File: config.mk
export PLATFORM = sky130hd
export DESIGN_NAME = mgmt_regs_top
export DESIGN_NICKNAME = d
export VERILOG_FILES = /design/src/verilog/mgmt_pkg.sv /design/src/verilog/mgmt_read_mux.sv /design/src/verilog/relay_ctrl.sv /design/src/verilog/front_panel_ctrl.sv /design/src/verilog/crossbar_select.sv /design/src/verilog/mgmt_regs_top.sv
export VERILOG_INCLUDE_DIRS = /design/src /design/src/verilog
export SDC_FILE = /design/constraint.sdc
export NUM_CORES = 1
export LEC_CHECK = 0
export BUFFER_PORTS_ARGS = -buffer_cell sky130_fd_sc_hd__buf_4
export CAP_MARGIN = 20
export CORE_AREA = 2 2 131 133
export CTS_CLUSTER_SIZE = 14
export DETAILED_ROUTE_END_ITERATION = 8
export DIE_AREA = 0 0 133 135
export HOLD_SLACK_MARGIN = 0.12
export PLACE_DENSITY = 0.62
export SYNTH_ARGS = -nofsm -noshare
export SYNTH_HDL_FRONTEND = slang
export SYNTH_SLANG_ARGS = --single-unit
File: constraint.sdc
create_clock -name clk -period 2.7 [get_ports clk]
set_input_delay 0.27 -clock clk [delete_from_list [all_inputs] [get_ports clk]]
set_output_delay 0.27 -clock clk [all_outputs]
set_load 0.02 [all_outputs]
File: src/verilog/mgmt_macros.svh
`ifndef MGMT_MACROS_SVH
`define MGMT_MACROS_SVH

////////////////////////////////////////////////////////////////////////////
// Bus geometry

`define MGMT_ADDR_BITS		16
`define MGMT_DATA_BITS		8

// Crossbar and front panel sizes
`define MUX_CHANNELS		12
`define MUXSEL_BITS			4
`define TRIG_CHANNELS		12
// Relays sit on the top outputs, 8 to 11
`define RELAY_CHANNELS		4

////////////////////////////////////////////////////////////////////////////
// Register map

// Identity, MSB first
`define REG_FPGA_IDCODE		16'h0000
`define REG_FPGA_SERIAL		16'h0004

// Sensors, LSB first, two bytes each
`define REG_FAN0_RPM		16'h0010
`define REG_FAN1_RPM		16'h0012
`define REG_DIE_TEMP		16'h0014
`define REG_VOLT_CORE		16'h0016
`define REG_VOLT_RAM		16'h0018
`define REG_VOLT_AUX		16'h001a

// Front panel serial port, LED bytes at 0x53..0x55
`define REG_FRONT_CTRL		16'h0050
`define REG_FRONT_DATA		16'h0051
`define REG_FRONT_STAT		16'h0052
`define REG_FRONT_LED_0		16'h0053

// Relay command and status
`define REG_RELAY_TOGGLE	16'h0070
`define REG_RELAY_TOGGLE_1	16'h0071
`define REG_RELAY_STAT		16'h0072
`define REG_RELAY_STAT_1	16'h0073

// Page of the mux selectors, index is the output channel
`define MUXSEL_PAGE			12'h00f

`endif

File: src/verilog/mgmt_pkg.sv
`default_nettype none

`include "mgmt_macros.svh"

package mgmt_pkg;

	////////////////////////////////////////////////////////////////////////////
	// Bus types

	// One byte on the register bus
	typedef logic [`MGMT_DATA_BITS-1:0] mgmt_data_t;

	// One crossbar mux selector
	typedef logic [`MUXSEL_BITS-1:0] muxsel_t;

	// Raw 16-bit sensor reading
	typedef logic [15:0] sensor_t;

	////////////////////////////////////////////////////////////////////////////
	// Register address

	// Whole word for exact register matches
	// Page and index for the selector page and multi-byte offsets
	typedef union packed {
		logic [`MGMT_ADDR_BITS-1:0] word;
		struct packed {
			// Upper 12 bits
			logic [`MGMT_ADDR_BITS-5:0] page;
			// Low nibble
			logic [3:0] index;
		} paged;
	} mgmt_addr_t;

endpackage

`default_nettype wire

File: src/verilog/mgmt_read_mux.sv
`timescale 1ns/1ps
`default_nettype none

`include "mgmt_macros.svh"

module mgmt_read_mux(
	input wire							clk,
	input wire							rst_n,

	// Read side of the register bus
	input wire							rd_en,
	input wire mgmt_pkg::mgmt_addr_t	rd_addr,
	output logic						rd_valid,
	output mgmt_pkg::mgmt_data_t		rd_data,

	// Device identity, flags may come up late
	input wire [31:0]					idcode,
	input wire							idcode_valid,
	input wire [63:0]					die_serial,
	input wire							die_serial_valid,

	// Sensor readings
	input wire mgmt_pkg::sensor_t		fan0_rpm,
	input wire mgmt_pkg::sensor_t		fan1_rpm,
	input wire mgmt_pkg::sensor_t		die_temp,
	input wire mgmt_pkg::sensor_t		volt_core,
	input wire mgmt_pkg::sensor_t		volt_ram,
	input wire mgmt_pkg::sensor_t		volt_aux,

	// Peer status
	input wire							relay_busy,
	input wire							front_busy
	);

	import mgmt_pkg::*;

	////////////////////////////////////////////////////////////////////////////
	// Address decode

	logic		idcode_hit;
	logic		serial_hit;
	logic		sensor_hit;
	logic		id_stall;
	logic [2:0]	serial_byte;
	logic [3:0]	sensor_off;
	sensor_t	sensor_word;
	mgmt_data_t	rd_byte;

	// Four IDCODE bytes share one aligned group
	assign idcode_hit	= (rd_addr.word >> 2) == (`REG_FPGA_IDCODE >> 2);
	assign serial_hit	= (rd_addr.word >= `REG_FPGA_SERIAL) &&
		(rd_addr.word <= `REG_FPGA_SERIAL + 16'd7);
	assign sensor_hit	= (rd_addr.word >= `REG_FAN0_RPM) &&
		(rd_addr.word <= `REG_VOLT_AUX + 16'd1);

	// Byte offsets within the multi-byte registers
	assign serial_byte	= 3'(rd_addr.word - `REG_FPGA_SERIAL);
	assign sensor_off	= 4'(rd_addr.word - `REG_FAN0_RPM);

	// Identity bytes not ready yet
	assign id_stall = (idcode_hit && !idcode_valid) || (serial_hit && !die_serial_valid);

	// Pick the 16-bit reading, two addresses per sensor
	always_comb begin
		case (sensor_off[3:1])
			3'd0:		sensor_word = fan0_rpm;
			3'd1:		sensor_word = fan1_rpm;
			3'd2:		sensor_word = die_temp;
			3'd3:		sensor_word = volt_core;
			3'd4:		sensor_word = volt_ram;
			3'd5:		sensor_word = volt_aux;
			default:	sensor_word = '0;
		endcase
	end

	// Byte mux, unmapped addresses read as zero
	always_comb begin
		rd_byte = '0;
		// Inverted offset gives big-endian order
		if (idcode_hit)
			rd_byte = idcode[{~rd_addr.paged.index[1:0], 3'b000} +: 8];
		else if (serial_hit)
			rd_byte = die_serial[{~serial_byte, 3'b000} +: 8];
		else if (sensor_hit)
			rd_byte = sensor_off[0] ? sensor_word[15:8] : sensor_word[7:0];
		else if (rd_addr.word == `REG_FRONT_STAT)
			rd_byte = {{(`MGMT_DATA_BITS-1){1'b0}}, front_busy};
		else if (rd_addr.word == `REG_RELAY_STAT_1)
			rd_byte = {{(`MGMT_DATA_BITS-1){1'b0}}, relay_busy};
	end

	////////////////////////////////////////////////////////////////////////////
	// Read sequencing

	logic reading;

	always_ff @(posedge clk or negedge rst_n) begin
		if (!rst_n) begin
			reading		<= 1'b0;
			rd_valid	<= 1'b0;
			rd_data		<= '0;
		end else begin
			rd_valid <= 1'b0;

			// Hold the request until the identity flag comes up
			if (rd_en || reading) begin
				if (id_stall) begin
					reading <= 1'b1;
				end else begin
					reading		<= 1'b0;
					rd_valid	<= 1'b1;
					rd_data		<= rd_byte;
				end
			end
		end
	end

endmodule

`default_nettype wire

File: src/verilog/relay_ctrl.sv
`timescale 1ns/1ps
`default_nettype none

`include "mgmt_macros.svh"

module relay_ctrl(
	input wire							clk,
	input wire							rst_n,

	// Shared write bus
	input wire							wr_en,
	input wire mgmt_pkg::mgmt_addr_t	wr_addr,
	input wire mgmt_pkg::mgmt_data_t	wr_data,

	// Relay driver handshake
	output logic						relay_en,
	output logic						relay_dir,
	output logic [1:0]					relay_channel,
	input wire							relay_done,

	// Status
	output logic						relay_busy,
	output logic [`RELAY_CHANNELS-1:0]	relay_state
	);

	logic toggle_lo_wr;
	logic toggle_hi_wr;

	// Low byte picks the channel, high byte fires the command
	assign toggle_lo_wr = wr_en && (wr_addr.word == `REG_RELAY_TOGGLE);
	assign toggle_hi_wr = wr_en && (wr_addr.word == `REG_RELAY_TOGGLE_1);

	always_ff @(posedge clk or negedge rst_n) begin
		if (!rst_n) begin
			relay_en		<= 1'b0;
			relay_dir		<= 1'b0;
			relay_channel	<= '0;
			relay_busy		<= 1'b0;
			relay_state		<= '0;
		end else begin
			relay_en <= 1'b0;

			if (toggle_lo_wr)
				relay_channel <= wr_data[1:0];

			// Bit 7 is the direction, 1 = input
			if (toggle_hi_wr) begin
				relay_dir	<= wr_data[7];
				relay_en	<= 1'b1;
			end

			// Remember what each channel was last set to
			if (relay_en)
				relay_state[relay_channel] <= relay_dir;

			// Busy goes up together with relay_en, new command wins
			if (relay_done)
				relay_busy <= 1'b0;
			if (toggle_hi_wr)
				relay_busy <= 1'b1;
		end
	end

endmodule

`default_nettype wire

File: src/verilog/front_panel_ctrl.sv
`timescale 1ns/1ps
`default_nettype none

`include "mgmt_macros.svh"

module front_panel_ctrl(
	input wire							clk,
	input wire							rst_n,

	// Shared write bus
	input wire							wr_en,
	input wire mgmt_pkg::mgmt_addr_t	wr_addr,
	input wire mgmt_pkg::mgmt_data_t	wr_data,

	// Serial shifter handshake
	output logic						front_shift_en,
	output mgmt_pkg::mgmt_data_t		front_shift_data,
	input wire							front_shift_done,
	output logic						front_cs_n,
	output logic						front_busy,

	// Indicator sources
	input wire [`TRIG_CHANNELS-1:0]		trig_in_led,
	input wire [`TRIG_CHANNELS-1:0]		trig_out_led,
	input wire [`RELAY_CHANNELS-1:0]	relay_state
	);

	import mgmt_pkg::*;

	////////////////////////////////////////////////////////////////////////////
	// LED state

	logic [2*`TRIG_CHANNELS-1:0] led_state;

	always_comb begin
		led_state[`TRIG_CHANNELS-1:0] = trig_out_led;

		// Input row is wired right to left on the panel
		for (int i = 0; i < `TRIG_CHANNELS; i++)
			led_state[`TRIG_CHANNELS+i] = trig_in_led[`TRIG_CHANNELS-1-i];

		// A relay set to input never lights its output indicator
		for (int k = 0; k < `RELAY_CHANNELS; k++) begin
			if (relay_state[k])
				led_state[`TRIG_CHANNELS-`RELAY_CHANNELS+k] = 1'b0;
		end
	end

	////////////////////////////////////////////////////////////////////////////
	// Write decode

	logic		shift_req;
	mgmt_data_t	shift_byte;

	always_comb begin
		shift_req	= 1'b0;
		shift_byte	= wr_data;
		if (wr_en) begin
			case (wr_addr.word)
				`REG_FRONT_DATA:				shift_req = 1'b1;
				`REG_FRONT_LED_0: begin
					shift_req	= 1'b1;
					shift_byte	= led_state[7:0];
				end
				`REG_FRONT_LED_0 + 16'd1: begin
					shift_req	= 1'b1;
					shift_byte	= led_state[15:8];
				end
				`REG_FRONT_LED_0 + 16'd2: begin
					shift_req	= 1'b1;
					shift_byte	= led_state[23:16];
				end
				default:						shift_req = 1'b0;
			endcase
		end
	end

	always_ff @(posedge clk or negedge rst_n) begin
		if (!rst_n) begin
			front_shift_en		<= 1'b0;
			front_shift_data	<= '0;
			front_cs_n			<= 1'b1;
			front_busy			<= 1'b0;
		end else begin
			front_shift_en <= shift_req;
			if (shift_req)
				front_shift_data <= shift_byte;

			// Chip select follows CTRL bit 0 directly
			if (wr_en && (wr_addr.word == `REG_FRONT_CTRL))
				front_cs_n <= wr_data[0];

			// Busy rises with the shift strobe
			if (front_shift_done)
				front_busy <= 1'b0;
			if (shift_req)
				front_busy <= 1'b1;
		end
	end

endmodule

`default_nettype wire

File: src/verilog/crossbar_select.sv
`timescale 1ns/1ps
`default_nettype none

`include "mgmt_macros.svh"

module crossbar_select(
	input wire										clk,
	input wire										rst_n,

	// Shared write bus
	input wire										wr_en,
	input wire mgmt_pkg::mgmt_addr_t				wr_addr,
	input wire mgmt_pkg::mgmt_data_t				wr_data,

	// One selector per crossbar output
	output mgmt_pkg::muxsel_t [`MUX_CHANNELS-1:0]	muxsel
	);

	import mgmt_pkg::*;

	logic		sel_hit;
	muxsel_t	sel_value;

	// Selector page, indices past the last output are dropped
	assign sel_hit = wr_en && (wr_addr.paged.page == `MUXSEL_PAGE) &&
		(wr_addr.paged.index < `MUX_CHANNELS);
	assign sel_value = wr_data[`MUXSEL_BITS-1:0];

	always_ff @(posedge clk or negedge rst_n) begin
		if (!rst_n)
			muxsel <= '0;
		else if (sel_hit)
			muxsel[wr_addr.paged.index] <= sel_value;
	end

endmodule

`default_nettype wire

File: src/verilog/mgmt_regs_top.sv
`timescale 1ns/1ps
`default_nettype none

`include "mgmt_macros.svh"

module mgmt_regs_top(
	input wire										clk,
	input wire										rst_n,

	// Register bus
	input wire										rd_en,
	input wire mgmt_pkg::mgmt_addr_t				rd_addr,
	output logic									rd_valid,
	output mgmt_pkg::mgmt_data_t					rd_data,
	input wire										wr_en,
	input wire mgmt_pkg::mgmt_addr_t				wr_addr,
	input wire mgmt_pkg::mgmt_data_t				wr_data,

	// Identity and sensors
	input wire [31:0]								idcode,
	input wire										idcode_valid,
	input wire [63:0]								die_serial,
	input wire										die_serial_valid,
	input wire mgmt_pkg::sensor_t					fan0_rpm,
	input wire mgmt_pkg::sensor_t					fan1_rpm,
	input wire mgmt_pkg::sensor_t					die_temp,
	input wire mgmt_pkg::sensor_t					volt_core,
	input wire mgmt_pkg::sensor_t					volt_ram,
	input wire mgmt_pkg::sensor_t					volt_aux,

	// Relay driver
	output logic									relay_en,
	output logic									relay_dir,
	output logic [1:0]								relay_channel,
	input wire										relay_done,

	// Front panel
	input wire [`TRIG_CHANNELS-1:0]					trig_in_led,
	input wire [`TRIG_CHANNELS-1:0]					trig_out_led,
	output logic									front_shift_en,
	output mgmt_pkg::mgmt_data_t					front_shift_data,
	input wire										front_shift_done,
	output logic									front_cs_n,

	// Crossbar
	output mgmt_pkg::muxsel_t [`MUX_CHANNELS-1:0]	muxsel
	);

	// Peer status back into the read path
	wire						relay_busy;
	wire						front_busy;
	wire [`RELAY_CHANNELS-1:0]	relay_state;

	////////////////////////////////////////////////////////////////////////////
	// Read side

	mgmt_read_mux u_read_mux(
		.clk				(clk),
		.rst_n				(rst_n),
		.rd_en				(rd_en),
		.rd_addr			(rd_addr),
		.rd_valid			(rd_valid),
		.rd_data			(rd_data),
		.idcode				(idcode),
		.idcode_valid		(idcode_valid),
		.die_serial			(die_serial),
		.die_serial_valid	(die_serial_valid),
		.fan0_rpm			(fan0_rpm),
		.fan1_rpm			(fan1_rpm),
		.die_temp			(die_temp),
		.volt_core			(volt_core),
		.volt_ram			(volt_ram),
		.volt_aux			(volt_aux),
		.relay_busy			(relay_busy),
		.front_busy			(front_busy)
		);

	////////////////////////////////////////////////////////////////////////////
	// Write peers, all on the same bus

	relay_ctrl u_relay(
		.clk				(clk),
		.rst_n				(rst_n),
		.wr_en				(wr_en),
		.wr_addr			(wr_addr),
		.wr_data			(wr_data),
		.relay_en			(relay_en),
		.relay_dir			(relay_dir),
		.relay_channel		(relay_channel),
		.relay_done			(relay_done),
		.relay_busy			(relay_busy),
		.relay_state		(relay_state)
		);

	// Relay state masks the output LEDs
	front_panel_ctrl u_front(
		.clk				(clk),
		.rst_n				(rst_n),
		.wr_en				(wr_en),
		.wr_addr			(wr_addr),
		.wr_data			(wr_data),
		.front_shift_en		(front_shift_en),
		.front_shift_data	(front_shift_data),
		.front_shift_done	(front_shift_done),
		.front_cs_n			(front_cs_n),
		.front_busy			(front_busy),
		.trig_in_led		(trig_in_led),
		.trig_out_led		(trig_out_led),
		.relay_state		(relay_state)
		);

	crossbar_select u_xbar(
		.clk				(clk),
		.rst_n				(rst_n),
		.wr_en				(wr_en),
		.wr_addr			(wr_addr),
		.wr_data			(wr_data),
		.muxsel				(muxsel)
		);

endmodule

`default_nettype wire

==> qor.yml, run 1 <==
run_status:
  status: "complete, no violations"
final_layout:
  ff_latch_area_sq_um: 1950
  multiInputGateArea_sq_um: 2980
  drive_gt1_share_pct: 58.4
  fill_cells: 1489
  area_growth_pct: 59.3
  fin_nets: 1048
  fin_area_sq_um: 8150
timing:
  max_freq_ghz: 0.520
  fin_worst_skew_ps: 4.20
  whs_ps: 88.3
  tightest_slew_ps: 973
  finalHoldViolCount: 0
  fin_crit_sh_pct: 71.2
  period_minus_slack_ps: 1920
  slew_headroom_pct: 35.1
  setup_viol: 0
  slew_violations: 0
  rsz0062_at_grt: "no"
  setup_tns_ps: 0
clocking:
  cts_inserted_buffers: 9
  hold_buffers: 1
  post_cts_resized: 0
  tritoncts: "built"
  cts_sinks: 78
  cts.root.buffer_cell: "clkbuf_16"
  htreeDepth: 3
  clock_path_buffers: 2
  cts_setup_buffers: 0
  clk-insertion-delay-late_ps: 330
  clk_pin_slew_ps: 60
floorplan:
  initial_core_util_pct: 31.2
  ios: 335
  die_h_um: 135
  rows: 47
  die_width_um: 133
  core_area_sq_um: 16400
  die-area_sq_um: 18000
global_routing:
  grt-ovfl-total: 0
  grt_pass1_vias: 5555
  busiest_layer: "met2"
  antenna_found_initial: 1
  grt_use_total_pct: 23.6
  grt_first_pass_wirelength_mm: 32.3
  grt_start_max_net_pins: 79
  use_met2_pct: 42.8
  grt_use_met3_pct: 4.88
  gr-usage-met1_pct: 28.1
power:
  p_per_area_nw_per_um2: 389
  p_leak_nw: 4.00
  ir_drop_mv: 0.241
synthesis:
  synthFlopType: "dfrtp_1"
  async_reset_ff_share_pct: 100
  synth_seq_area_share_pct: 38.2
  synthCells: 461
  synth_top_area_share_pct: 37.7
  synth_edf_count: 0
  yosys_warnings: 0
  synthDistinctLibCells: 61
  synth.area.top_cells: "dfrtp_1 (38%), mux2_2 (14%), mux4_2 (11%)"
  yosys.area.top_type: "dfrtp_1"
  synthesis.area_sq_um: 5120
  synth_seq_cells: 78
  syn_avg_cell_area_sq_um: 11.1
  syn_nets: 725
drt:
  avgRoutedWirePerCell_um: 21.2
  firstDrtPassIters: 5
  drtIter0Drc: 377
  drc: 0
  ant_nets: 0
  finalWirelength_mm: 21.4
  vias: 5274
  vias_per_cell: 5.23
critical_path:
  arrival_ps: 2160
  crit_fanout: 35
  crit_buf_inv: 2
  crit_path_cell_trace: "buf_4 -> clkinv_1 -> nor2_1 -> a21oi_1 -> o221ai_1 -> a41oi_1 -> o31ai_1"
  critPathLaunchType: "primary input"
  worst_path_max_delay_cell: "clkinv_1"
  path_class: "primary input to flip-flop"
  critical-path-top-delay-family: "buffers and inverters"
  required_ps: 2940
  cp-end-kind: "flip-flop"
  critPathMaxStageDelay_ps: 430
placed_design:
  dpl_cell_area_sq_um: 7800
  io_buffers: 334
  dp_hpwl_mm: 17.7
  gp_congestion: 0.893
job:
  maxCapViolations: 0
hold_path:
  hold_path.class: "primary input to asynchronous set/reset pin"
cell type report:
type | instances | area share (%)
multi-input cells | 344 | 36.6
clock inverters | 6 | 1.37
flip-flops and latches | 78 | 24.0
inverters | 9 | 0.414
well taps | 220 | 3.38
repair buffers | 342 | 31.5
diodes | 1 | 0.0307
clock buffers | 9 | 2.76
through the flow:
stage	util, %	worst slack (ps)	std cells	total power, mW
2_1_floorplan	-	901	461	1.44
3_3_place_gp	47.6	499	992	1.85
3_5_place_dp	47.6	469	992	1.85
4_1_cts	49.7	815	1008	3.21
5_1_grt	49.7	601	1009	3.31
6_report	49.7	777	1009	3.18
per-layer routing:
metal  share of wire (%)  wire length, um
met1                  38             8140
met2                  52            11100
met3                 7.7             1640
met4                 2.2              480
met5                   0                0
power by group:
part | internal [mW] | total [mW] | leakage (nW) | switching, mW
clock network | 0.897 | 1.35 | 0.161 | 0.451
logic | 0.379 | 0.655 | 2.76 | 0.275
registers | 1.17 | 1.17 | 1.08 | 0.000999
state kept, by name (all words and copies together), names as in the netlist, 2 cells and up:
signal                    cells
u_relay.relay_channel         2
u_relay.relay_state           4
u_read_mux.rd_data            8
u_front.front_shift_data      8
u_xbar.muxsel                48
worst register-to-register path: stages, from the launching register on:
cell and delay, ps:
dfrtp_1 390, nand3_1 80, o31ai_1 90, nand4b_1 120, a2bb2oi_1 180, o221ai_1 140
mux2_2 290
kinds of logic after synthesis:
| family | count (synthesis) | share of synthesized area (%) |
|---|---|---|
| buf+inv | 39 | 3.54 |
| mux | 119 | 31.2 |
| flops | 78 | 38.2 |
| compound gates | 108 | 14.7 |
| simple gates | 117 | 12.4 |
cell usage in the layout, fill, tap and decap left out, types with 3 or more instances in the layout:
cell type / n
a21oi_1: 27
mux2_2: 63
a221oi_1: 3
a31oi_1: 9
bufinv_16: 3
nor2b_1: 8
o211ai_1: 4
nand3_1: 5
nor3_1: 8
o221ai_1: 5
a22oi_1: 4
buf_4: 341
a211oi_1: 12
o21ai_0: 17
nand2_1: 18
mux2i_1: 30
mux4_2: 26
a222oi_1: 6
dfrtp_1: 77
inv_1: 7
nor3b_1: 3
o31ai_1: 5
and2_1: 6
nor2_1: 45
clkbuf_16: 9
Yosys cell counts, types with 3 or more instances:
cell      count
mux2i_1      30
mux2_2       63
buf_4         3
dfrtp_1      77
a211oi_1     12
a221oi_1      3
nand2_1      18
o211ai_1      4
and2_1        6
nor2_1       45
nor3_1        8
a31oi_1       9
nor2b_1       8
o31ai_1       5
a222oi_1      6
inv_1         7
mux4_2       26
o221ai_1      5
a22oi_1       4
nand3_1       5
nor3b_1       3
clkbuf_1     12
a21oi_1      27
buf_2        12
o21ai_0      17
final timing paths:
path,from,end,slack [ps],cells past startpoint
min in group clk,trig_in_led[11],u_front.front_shift_data[4],200,3
hold / removal,rst_n,u_xbar.muxsel[40],90,1
max in group asynchronous,rst_n,u_front.front_shift_data[0],1970,1
hold reg to reg,u_read_mux.rd_data[7],u_read_mux.rd_data[7],480,2
setup reg to reg,u_relay.relay_busy,u_read_mux.rd_data[0],1300,6
setup / recovery,rd_addr[1],u_read_mux.rd_data[3],780,7
No activity file was read; power rests on OpenSTA's default activity.
==> run 2, diff against run 1 <==
Clock period 2.7 ns to 2 ns, I/O delays scaled along.
==> qor.yml, run 2 (synthesized netlist as in run 1, its figures left out) <==
drt:
  drc: 0  # unchanged
  firstDrtPassIters: 5  # unchanged
  dr_wl_met2_mm: 11.3  # +1.8%
  top_layer_used: "met4"
  vias_per_cell: 5.17  # -1.1%
  avgRoutedWirePerCell_um: 20.7  # -2.1%
  dr_wl_met3_mm: 1.63  # -0.18%
  vias: 5409  # +2.6%
  drtIter0Drc: 308  # -18%
  finalWirelength_mm: 21.7  # +1.5%
  ant_nets: 0  # unchanged
  drt-met1-wl_mm: 8.25  # +1.4%
critical_path:
  crit_path_cell_trace: "buf_4 -> nor4_2 -> nand4_1 -> a2111oi_4 -> nor3b_1 -> buf_4 -> a221oi_1 -> o21ai_0"
  cp-startpoint: "rd_addr[14]"
  worst_path_max_delay_cell: "a2111oi_4"
  r2r_cells: 6  # unchanged
  critical-path-top-delay-family: "simple AND/OR/NAND/NOR gates"
  reg2reg_to: "u_read_mux.rd_data[0]"
  crit_buf_inv: 2  # unchanged
  r2r_start: "u_relay.relay_busy"
  crit_path_frequent_cell: "buf_4"
  crit_end: "u_read_mux.rd_data[7]"
  crit_fanout: 4  # -89%
  path_class: "primary input to flip-flop"
  required_ps: 2250  # -690 ps
  r2r_setup_slack_ps: 510  # -790 ps
  worstSetupPathDepth: 8  # +1
  critPathLaunchType: "primary input"
  arrival_ps: 1970  # -190 ps
  cp-end-kind: "flip-flop"
  critPathMaxStageDelay_ps: 430  # about the same
power:
  p_leak_nw: 4.18  # +4.3%
  power_frac_seq_pct: 38.1  # +1.2 points
  cellInternalPower_mw: 3.11  # +27%
  p_comb_share_pct: 22.2  # +1.6 points
  power_mw: 4.16  # +31%
  switching_share_pct: 25.2  # +2.3 points
  p_per_area_nw_per_um2: 492  # +26%
  p_sw_mw: 1.05  # +44%
  ir_drop_mv: 0.310  # +29%
  p_clk_share_pct: 39.7  # -2.8 points
floorplan:
  initial_core_util_pct: 31.2  # unchanged
  die_h_um: 135  # unchanged
  rows: 47  # unchanged
  ios: 335  # unchanged
  die_width_um: 133  # unchanged
  die-area_sq_um: 18000  # unchanged
  core_area_sq_um: 16400  # unchanged
final_layout:
  largest_reg_flops: 48  # unchanged
  final_util_pct: 51.4  # +1.7 points
  top_register: "u_xbar.muxsel"
  area_growth_pct: 64.9
  layout.cells.non_filler: 1046  # +3.7%
  final_cell_mix: "buf_4 (371), dfrtp_1 (77), mux2_2 (63)"
  layout_commonest_cell: "buf_4"
  fin_nets: 1084  # +3.4%
  reg_top3: "u_xbar.muxsel: 48 flops, u_front.front_shift_data: 8 flops, u_read_mux.rd_data: 8 flops"
  drive_gt1_share_pct: 59.9  # +1.5 points
placed_design:
  dp_cells: 1025  # +3.3%
  io_buffers: 334  # unchanged
  gp_congestion: 0.935  # +4.7%
  dp_hpwl_mm: 18.3  # +3.0%
clocking:
  cts_sinks: 78  # unchanged
  cts_setup_buffers: 0  # unchanged
  cts_inserted_buffers: 9  # unchanged
  cts.root.buffer_cell: "clkbuf_16"
  htreeDepth: 3  # unchanged
  clk-insertion-delay-late_ps: 330  # about the same
  tritoncts: "built"
  post_cts_resized: 0  # unchanged
  clock_path_buffers: 2  # unchanged
  hold_buffers: 4  # +3
  clk_pin_slew_ps: 60  # about the same
timing:
  max_freq_ghz: 0.582
  slew_violations: 0  # unchanged
  whs_ps: 154  # +65.4 ps
  tightest_slew_ps: 630  # -343 ps
  period_minus_slack_ps: 1720
  setup_viol: 0  # unchanged
  slew_headroom_pct: 58.0  # +23 points
  fin_crit_sh_pct: 85.9
  rsz0062_at_grt: "no"
  fin_worst_skew_ps: 4.77  # +0.572 ps
  finalHoldViolCount: 0  # unchanged
  setup_tns_ps: 0  # unchanged
hold_path:
  hold_depth: 3
  hold_path.class: "primary input to flip-flop"
run_status:
  status: "complete, no violations"
global_routing:
  grt_first_pass_wirelength_mm: 32.9  # +2.1%
  grt-ovfl-total: 0  # unchanged
  grt_use_total_pct: 24.1  # +0.49 points
  antenna_found_initial: 1  # unchanged
  grt_pass1_vias: 5876  # +5.8%
  grt_start_max_net_pins: 50  # -37%
job:
  maxCapViolations: 0  # unchanged
==> run 2: area by class of cell <==
| class | count | area, sq um |
|---|---|---|
| Inverter | 9 | 33.8 |
| Antenna cell | 1 | 2.50 |
| Fill cell | 1524 | 7970 |
| Multi-Input combinational cell | 344 | 2980 |
| Sequential cell | 78 | 1950 |
| Clock buffer | 9 | 225 |
| Tap cell | 220 | 275 |
| Clock inverter | 7 | 80.1 |
| Timing Repair Buffer | 378 | 2890 |
==> run 2: how the worst min path moves through the flow <==
stage,startpoint,end
after floorplan,rst_n,u_front.front_busy
after global placement,rst_n,u_xbar.muxsel[36]
after detailed placement,rst_n,u_xbar.muxsel[42]
after CTS,rd_en,u_read_mux.reading
after global routing,relay_done,u_relay.relay_busy
final,trig_out_led[7],u_front.front_shift_data[7]
==> run 2: worst min-delay path, stage by stage <==
cell,delay (ps)
buf_4,70
a21oi_1,40
o21ai_0,130
==> run 2: power groups by stage <==
stage	combinational, mW	sequential, mW	clock, mW
floorplan	0.321	1.62	0
global placement	0.918	1.61	0
detailed placement	0.920	1.61	0
CTS	0.930	1.58	1.68
global route	0.992	1.58	1.75
finish	0.921	1.58	1.65
==> run 2: through the flow <==
stage | worst slack, ps | area (sq um)
2_1_floorplan | 271 | 5120
4_1_cts | 330 | 8440
6_report | 283 | 8440
5_1_grt | 49.7 | 8440
3_5_place_dp | -27.1 | 8090
3_3_place_gp | 20.6 | 8090
==> run 2: metal layers <==
layer | global-route usage, % | up-vias
li1 | - | 2496
met1 | 27.8 | 2638
met2 | 43.9 | 248
met3 | 5.74 | 27
met4 | 7.83 | 0
met5 | 0 | -
==> run 3, diff against run 2 <==
Clock period 2 ns to 2.05 ns, I/O delays scaled along.
==> qor.yml, run 3 (synthesized netlist as in run 1, its figures left out) <==
final_layout:
  largest_reg_flops: 48  # unchanged
  final_cell_mix: "buf_4 (368), dfrtp_1 (77), mux2_2 (63)"
  fin_nets: 1079  # -0.46%
  top_register: "u_xbar.muxsel"
  antenna_cells: 0  # -1
  reg_top3: "u_xbar.muxsel: 48 flops, u_front.front_shift_data: 8 flops, u_read_mux.rd_data: 8 flops"
  drive_gt1_share_pct: 59.8  # -0.12 points
  layout.cells.non_filler: 1040  # -0.57%
  fin_area_sq_um: 8410  # -0.33%
  area_growth_pct: 64.4
  fill_cells: 1518  # -0.39%
  multiInputGateArea_sq_um: 2980  # unchanged
  ff_latch_area_sq_um: 1950  # unchanged
  layout_commonest_cell: "buf_4"
timing:
  setup_viol: 0  # unchanged
  max_freq_ghz: 0.602
  finalHoldViolCount: 0  # unchanged
  slew_violations: 0  # unchanged
  whs_ps: 123  # -30.5 ps
  setup_tns_ps: 0  # unchanged
  period_minus_slack_ps: 1660
  fin_crit_sh_pct: 81.0
  slew_headroom_pct: 58.6  # +0.59 points
  fin_worst_skew_ps: 9.44  # +4.67 ps
  rsz0062_at_grt: "no"
  tightest_slew_ps: 621  # -8.80 ps
power:
  power_frac_seq_pct: 37.1  # -1.0 points
  switching_share_pct: 24.4  # -0.86 points
  power_mw: 4.16  # +0.18%
  ir_drop_mv: 0.439  # +42%
  cellInternalPower_mw: 3.15  # +1.3%
  p_sw_mw: 1.01  # -3.2%
  p_comb_share_pct: 21.7  # -0.5 points
  p_clk_share_pct: 41.2  # +1.5 points
  p_per_area_nw_per_um2: 495  # +0.51%
  p_leak_nw: 4.16  # -0.29%
drt:
  avgRoutedWirePerCell_um: 21.1  # +1.8%
  drc: 0  # unchanged
  drtIter0Drc: 270  # -12%
  firstDrtPassIters: 5  # unchanged
  vias: 5472  # +1.2%
  ant_nets: 0  # unchanged
  vias_per_cell: 5.26  # +1.7%
  finalWirelength_mm: 21.9  # +1.2%
clocking:
  htreeDepth: 3  # unchanged
  clk-insertion-delay-late_ps: 340  # about the same
  clock_path_buffers: 2  # unchanged
  clk_pin_slew_ps: 60  # about the same
  cts_inserted_buffers: 9  # unchanged
  cts.root.buffer_cell: "clkbuf_16"
  cts_sinks: 78  # unchanged
  tritoncts: "built"
  post_cts_resized: 0  # unchanged
critical_path:
  r2r_start: "u_relay.relay_busy"
  arrival_ps: 1880  # -90 ps
  critPathLaunchType: "primary input"
  cp-startpoint: "wr_addr[11]"
  crit_fanout: 3  # -1
  required_ps: 2260  # about the same
  path_class: "primary input to flip-flop"
  cp-end-kind: "flip-flop"
global_routing:
  grt_start_max_net_pins: 50  # unchanged
  grt_first_pass_wirelength_mm: 33.7  # +2.3%
  antenna_found_initial: 0  # -1
  grt_use_total_pct: 24.4  # +0.37 points
  grt-ovfl-total: 0  # unchanged
  grt_pass1_vias: 5855  # -0.36%
placed_design:
  dp_cells: 1022  # -0.29%
  gp_congestion: 0.952  # +1.8%
  dp_hpwl_mm: 18.5  # +1.3%
  io_buffers: 334  # unchanged
  dpl_cell_area_sq_um: 8070  # -0.28%
floorplan:
  initial_core_util_pct: 31.2  # unchanged
  die-area_sq_um: 18000  # unchanged
  die_width_um: 133  # unchanged
  rows: 47  # unchanged
  die_h_um: 135  # unchanged
  ios: 335  # unchanged
  core_area_sq_um: 16400  # unchanged
run_status:
  status: "complete, no violations"
hold_path:
  hold_path.class: "primary input to flip-flop"
  hold_start: "trig_in_led[11]"
job:
  maxCapViolations: 0  # unchanged
[run 3: final cells by class]
class                      instances  share of cell area [%]
clock buffer                      10                    2.72
sequential                        78                    23.2
inverter                           9                   0.402
multi-input combinational        344                    35.5
timing repair buffer             373                    33.8
tap                              220                    3.27
clock inverter                     6                    1.12
[run 3: per-layer routing]
metal	track usage (%)	vias to the layer above	wire (um)
met5	0	-	0
met4	7.71	0	569
met3	4.58	35	1530
met2	44.7	287	11500
met1	29.0	2661	8380
li1	-	2489	-
[run 3: metrics by stage]
stage / worst slack (ps) / util [%]
after floorplan: 316 / -
after global placement: 47.1 / 49.2
after detailed placement: 13.8 / 49.2
after CTS: 367 / 51.3
after global routing: 239 / 51.3
final: 390 / 51.3
[run 3: repair_timing]
item,4_1_cts,5_1_grt
setup buffers,0,0
endpoints found under the setup margin,0,0
hold buffers,2,0
endpoints found under the hold margin,49,0
[run 3: power groups by stage]
| stage | clock network, mW | registers (mW) | logic [mW] |
|---|---|---|---|
| 6_report | 1.71 | 1.54 | 0.904 |
| 5_1_grt | 1.81 | 1.54 | 0.971 |
| 4_1_cts | 1.74 | 1.54 | 0.910 |
| 3_5_place_dp | 0 | 1.57 | 0.905 |
| 3_3_place_gp | 0 | 1.57 | 0.898 |
| 2_1_floorplan | 0 | 1.58 | 0.314 |
[run 3: path summary, 6_finish.rpt]
kind | end | slack (ps) | cells after the start
setup / recovery | u_front.front_shift_data[4] | 390 | 7
hold / removal | u_front.front_shift_data[4] | 120 | 3
setup reg to reg | u_read_mux.rd_data[0] | 580 | 6
hold reg to reg | u_read_mux.rd_data[7] | 480 | 2
max in group asynchronous | u_front.front_cs_n | 930 | 3
min in group asynchronous | u_xbar.muxsel[40] | 430 | 2
[run 3: worst max-delay path, stage by stage]
cell	delay [ps]
buf_4	120
nor4_4	300
nand3_4	120
or2_0	240
or4_1	520
a211oi_2	250
a21oi_1	110
